[src/imem.hex]
// one 32-bit instruction word per line, word addresses 0 to 31
00100093
00200113
002081b3
40110233
0041f2b3
0051e333
003123b3
00721433
0083d4b3
00a00513
00b00593
00c58633
00d006b3
00e6a733
00f7b7b3
0107f833
fff00893
01189913
0108a993
00092a03
01492223
00498a93
ffca8b13
016b0bb3
017b9c33
018c5cb3
000c8d63
001d0d13
01ad8db3
01bd9e13
00000e93
0000006f

[src/source/icache_pkg.sv]
package icache_pkg;

    localparam int data_width     = 32;
    localparam int words_per_line = 4;
    localparam int line_bits      = data_width * words_per_line;
    localparam int assoc_num      = 2;    // way select and plru are two-way only
    localparam int index_width    = 8;    // 256 sets per way
    localparam int offset_width   = 4;    // byte offset in a line
    localparam int tag_width      = data_width - index_width - offset_width;

    typedef logic [data_width-1:0]        word_t;
    typedef logic [tag_width-1:0]         tag_t;
    typedef logic [index_width-1:0]       index_t;
    typedef logic [offset_width-1:0]      offset_t;
    typedef logic [line_bits-1:0]         line_t;    // word 0 in the low bits
    typedef logic [$clog2(assoc_num)-1:0] way_t;

    // fetch address as presented by the fetch stage
    typedef struct packed {
        tag_t    tag;
        index_t  index;
        offset_t offset;
    } fetch_req_t;

    // line address on the refill port, offset always zero
    typedef struct packed {
        tag_t    tag;
        index_t  index;
        offset_t offset;
    } refill_req_t;

    typedef enum logic [1:0] {
        lookup,
        miss,
        refill,
        refill_done
    } icache_state_t;

endpackage

[src/source/inst_rom.sv]
`timescale 1ns/1ps

module inst_rom #(
    parameter int WORDS          = 32,
    parameter int REFILL_LATENCY = 6
) (
    input  logic                    clk,
    input  logic                    reset,
    input  logic                    rd_req,
    input  icache_pkg::refill_req_t rd_addr,
    output logic                    rd_rdy,
    output logic                    ret_valid,
    output icache_pkg::line_t       ret_data
);
    import icache_pkg::*;

    localparam int ADDR_W = $clog2(WORDS);
    localparam int CNT_W  = $clog2(REFILL_LATENCY + 1);

    word_t            mem [WORDS];
    logic             pending;
    logic [CNT_W-1:0] count;
    refill_req_t      line_addr;
    logic [29:0]      base_word;

    initial begin
        $readmemh("/design/src/imem.hex", mem);
    end

    assign rd_rdy    = ~pending;
    assign ret_valid = pending & (count == '0);
    assign base_word = line_addr[31:2];   // word address of the line

    always_ff @(posedge clk) begin
        if (reset) begin
            pending <= 1'b0;
            count   <= '0;
        end else if (rd_req && rd_rdy) begin
            pending <= 1'b1;
            count   <= CNT_W'(REFILL_LATENCY - 1);
        end else if (ret_valid) begin
            pending <= 1'b0;
        end else if (pending) begin
            count <= count - 1'b1;
        end
    end

    always_ff @(posedge clk) begin
        if (rd_req && rd_rdy)
            line_addr <= rd_addr;
    end

    // four consecutive words, wrapping at the end of the rom
    always_comb begin
        logic [29:0] word_idx;
        for (int k = 0; k < words_per_line; k++) begin
            word_idx = (base_word + 30'(k)) % 30'(WORDS);
            ret_data[k*data_width +: data_width] = mem[word_idx[ADDR_W-1:0]];
        end
    end

endmodule

[config.mk]
export PLATFORM = sky130hd
export DESIGN_NAME = inst_rom
export DESIGN_NICKNAME = d
export VERILOG_FILES = /design/src/source/icache_pkg.sv /design/src/source/inst_rom.sv
export SDC_FILE = /design/constraint.sdc
export NUM_CORES = 1
export LEC_CHECK = 0
export ABC_AREA = 0
export BUFFER_PORTS_ARGS = -buffer_cell sky130_fd_sc_hd__buf_2
export CELL_PAD_IN_SITES_DETAIL_PLACEMENT = 0
export CELL_PAD_IN_SITES_GLOBAL_PLACEMENT = 1
export CORE_MARGIN = 8
export CORE_UTILIZATION = 18
export DETAILED_ROUTE_END_ITERATION = 7
export MAX_ROUTING_LAYER = met4
export PLACE_DENSITY = 0.76
export RECOVER_POWER = 50
export SYNTH_ARGS = -nofsm -noshare
export SYNTH_HDL_FRONTEND = slang
export SYNTH_SLANG_ARGS = --single-unit
[constraint.sdc]
create_clock -name clk -period 1.7 [get_ports clk]
set_clock_uncertainty 0.1 [all_clocks]
set_input_delay 0.51 -clock clk [delete_from_list [all_inputs] [get_ports clk]]
set_output_delay 0.51 -clock clk [all_outputs]
set_load 0.05 [all_outputs]
==> impl_metrics.tcl <==
set metrics [dict create \
    wl_per_cell_um 7.57 \
    ys_top_cells_by_area "buf_4, dfxtp_1, ha_1, inv_1, a311oi_2" \
    p_leak_nw 0.577 \
    finalWirelength_um 1800 \
    grt_usage_pct 3.40 \
    clockBufferDepth 2 \
    ys_ff_latch 4 \
    n_antenna_cell 0 \
    fp.dieH_um 97.1 \
    fmax_mhz 561 \
    placed_cell_area_um2 832 \
    setup_viol 1 \
    grt_pass1_vias 596 \
    reg2regPathDepth 7 \
    status "finished with violations" \
    num_vias 516 \
    syn_inst 151 \
    ff2ff_setup_slack_ns 0.14 \
    final_cells 237 \
    clkLatencyLatePin_ns 0.21 \
    grt_start_max_net_pins 9 \
    synth_cell_type_count 16 \
    gr-total-overflow 0 \
    violations "negative setup slack" \
    r2r_start "count[0]$_SDFFE_PP0P_" \
    finalHoldViolations 0 \
    crit_required_ns 1.09 \
    yosys_warnings 0 \
    clock_sinks 4 \
    core_um2 6350 \
    cts_hold_buf 0 \
    first_iter_violations 1 \
    setup_slack_ns -0.0837 \
    ir_worst_vdd_uv 346 \
    p_total_mw 1.05 \
    ant_nets 0 \
    hold_depth 1 \
    hold_end "count[1]$_SDFFE_PP0P_" \
    crit_arrival_ns 1.17 \
    die_x_um 97.1 \
    fin_crit_sh_pct 105 \
    cp-end-kind "output port" \
    place.port_buffers 4 \
    post-route-util_pct 14.5 \
    cts_tree "built" \
    r2r_end "count[1]$_SDFFE_PP0P_" \
    hp-start "count[1]$_SDFFE_PP0P_" \
    worstSetupPathType "flip-flop to output port" \
    antenna_found_initial 0 \
    nets 199 \
    ios 165 \
    avgSynthCellArea_um2 7.84 \
    crit_slowest_cell "dfxtp_2" \
    max_stage_delay_ns 0.32 \
    seq_area_frac_synth_pct 6.77 \
    hpwl_um 1680 \
    vias_per_cell 2.18 \
    numCtsBuffers 3 \
    path_common_cell "ha_4" \
    post-route-min-period_ns 1.78 \
    h-tree-depth 1 \
    cts_root_buf "clkbuf_8" \
    fin_hold_ws_ns 0.391 \
    num_rows 29 \
    power.density_nw_per_um2 1140 \
    fin_tns_setup_ns -0.0837 \
    dp_cells 233 \
    hp-class "flip-flop to flip-flop" \
    gp_congestion 0.568 \
    final_cell_area_um2 920 \
    post-route-drc-count 0 \
    initial_core_util_pct 18.6 \
    synthDominantCellAreaShare_pct 81.2 \
    cap_violations 0 \
    critPathMaxFanout 2 \
    syn_area_um2 1180 \
    synth_largest_area_cell "buf_4" \
    final_max_slew_viol_count 0 \
    layout-drive-gt1-share_pct 11.9 \
    clkSlewWorstSetupHoldPaths_ns 0.03 \
    die_area_um2 9430 \
    grt_pass1_wl_um 2750 \
    place_ws_ns -0.0324 \
    drtPass1Iterations 2 \
    startpoint_type "flip-flop" \
    area_growth_syn_to_layout_pct -22.3 \
    crit_chain "inv_2 > ha_4 > ha_4 > and2_4 > buf_8" \
    rsz0062_at_grt "yes" \
]
[repair_timing]
item	in CTS	in global routing
resized for setup	12	0
pin swaps	2	2
setup endpoints to repair	1	1
buffers inserted	0	1
cloned	0	0
[state kept, by name, summed over array words and instances, names as in the netlist]
signal / count
pending: 1
count: 3
[placed cells by master, fill, tap and decap left out]
cell type and instances:
a211oi_1 1, a21oi_1 1, a311oi_2 1, a41o_1 1
and2_4 1, and3b_1 1, buf_2 3, buf_4 3
buf_8 1, clkbuf_8 3, conb_1 128, dfxtp_1 2
dfxtp_2 2, ha_4 2, inv_1 3, inv_2 2
nand2b_1 1, nand2b_4 1, nor3_1 1, nor4b_1 1
xor2_1 1
[synthesized netlist by cell type]
| master | number |
|---|---|
| a21oi_1 | 1 |
| conb_1 | 1 |
| xor2_1 | 1 |
| nand2b_4 | 1 |
| a311oi_2 | 1 |
| nor3_1 | 1 |
| a41o_1 | 1 |
| a211oi_1 | 1 |
| nor4b_1 | 1 |
| and3b_1 | 1 |
| nand2b_1 | 1 |
| ha_1 | 2 |
| buf_4 | 128 |
| inv_1 | 5 |
| and2_1 | 1 |
| dfxtp_1 | 4 |
[power breakdown]
group | internal, mW | total [mW] | switching (mW)
clock network | 0.150 | 0.194 | 0.0433
logic | 0.0603 | 0.741 | 0.681
registers | 0.106 | 0.113 | 0.00743
[cells by family after synthesis]
logic type / Yosys count / synth area share, %
and+or+nand+nor: 6 / 4.12
other: 1 / 0.317
buffers and inverters: 133 / 82.8
AOI/OAI and AO/OA: 4 / 3.17
adders and majority gates: 2 / 2.11
xor gates and xnor gates: 1 / 0.740
DFF: 4 / 6.77
[cell type report]
cell class	count	area [um2]
Clock buffer	3	41.3
Fill cell	723	5430
Inverter	5	18.8
Multi-Input combinational cell	141	628
Sequential cell	4	82.6
Tap cell	77	96.3
Timing Repair Buffer	7	52.6
[worst max path at each step]
stage / slack, ns / end / startpoint
after floorplan: 0.01 / ret_valid / count[0]$_SDFFE_PP0P_
after global placement: -0.02 / ret_valid / count[0]$_SDFFE_PP0P_
after detailed placement: -0.03 / ret_valid / count[0]$_SDFFE_PP0P_
after CTS: -0.09 / ret_valid / count[0]$_SDFFE_PP0P_
after global routing: -0.12 / ret_valid / count[0]$_SDFFE_PP0P_
final: -0.08 / ret_valid / count[0]$_SDFFE_PP0P_
[critical path: cells and delay by family (launching register included)]
family / cells / cell delay (ns)
simple gates: 1 / 0.15
flops: 1 / 0.32
fa+ha+maj: 2 / 0.31
buf+inv: 2 / 0.18
[layer usage]
| metal | vias to the layer above | share of wire, % | wire length (um) | global-route usage [%] |
|---|---|---|---|---|
| met3 | 2 | 17 | 308 | 2.49 |
| met5 | - | 0 | 0 | - |
| li1 | 227 | - | - | - |
| met2 | 72 | 50 | 895 | 5.57 |
| met1 | 215 | 31 | 562 | 2.64 |
| met4 | 0 | 1.6 | 28 | 2.13 |
No activity file was read; power rests on OpenSTA's default activity.
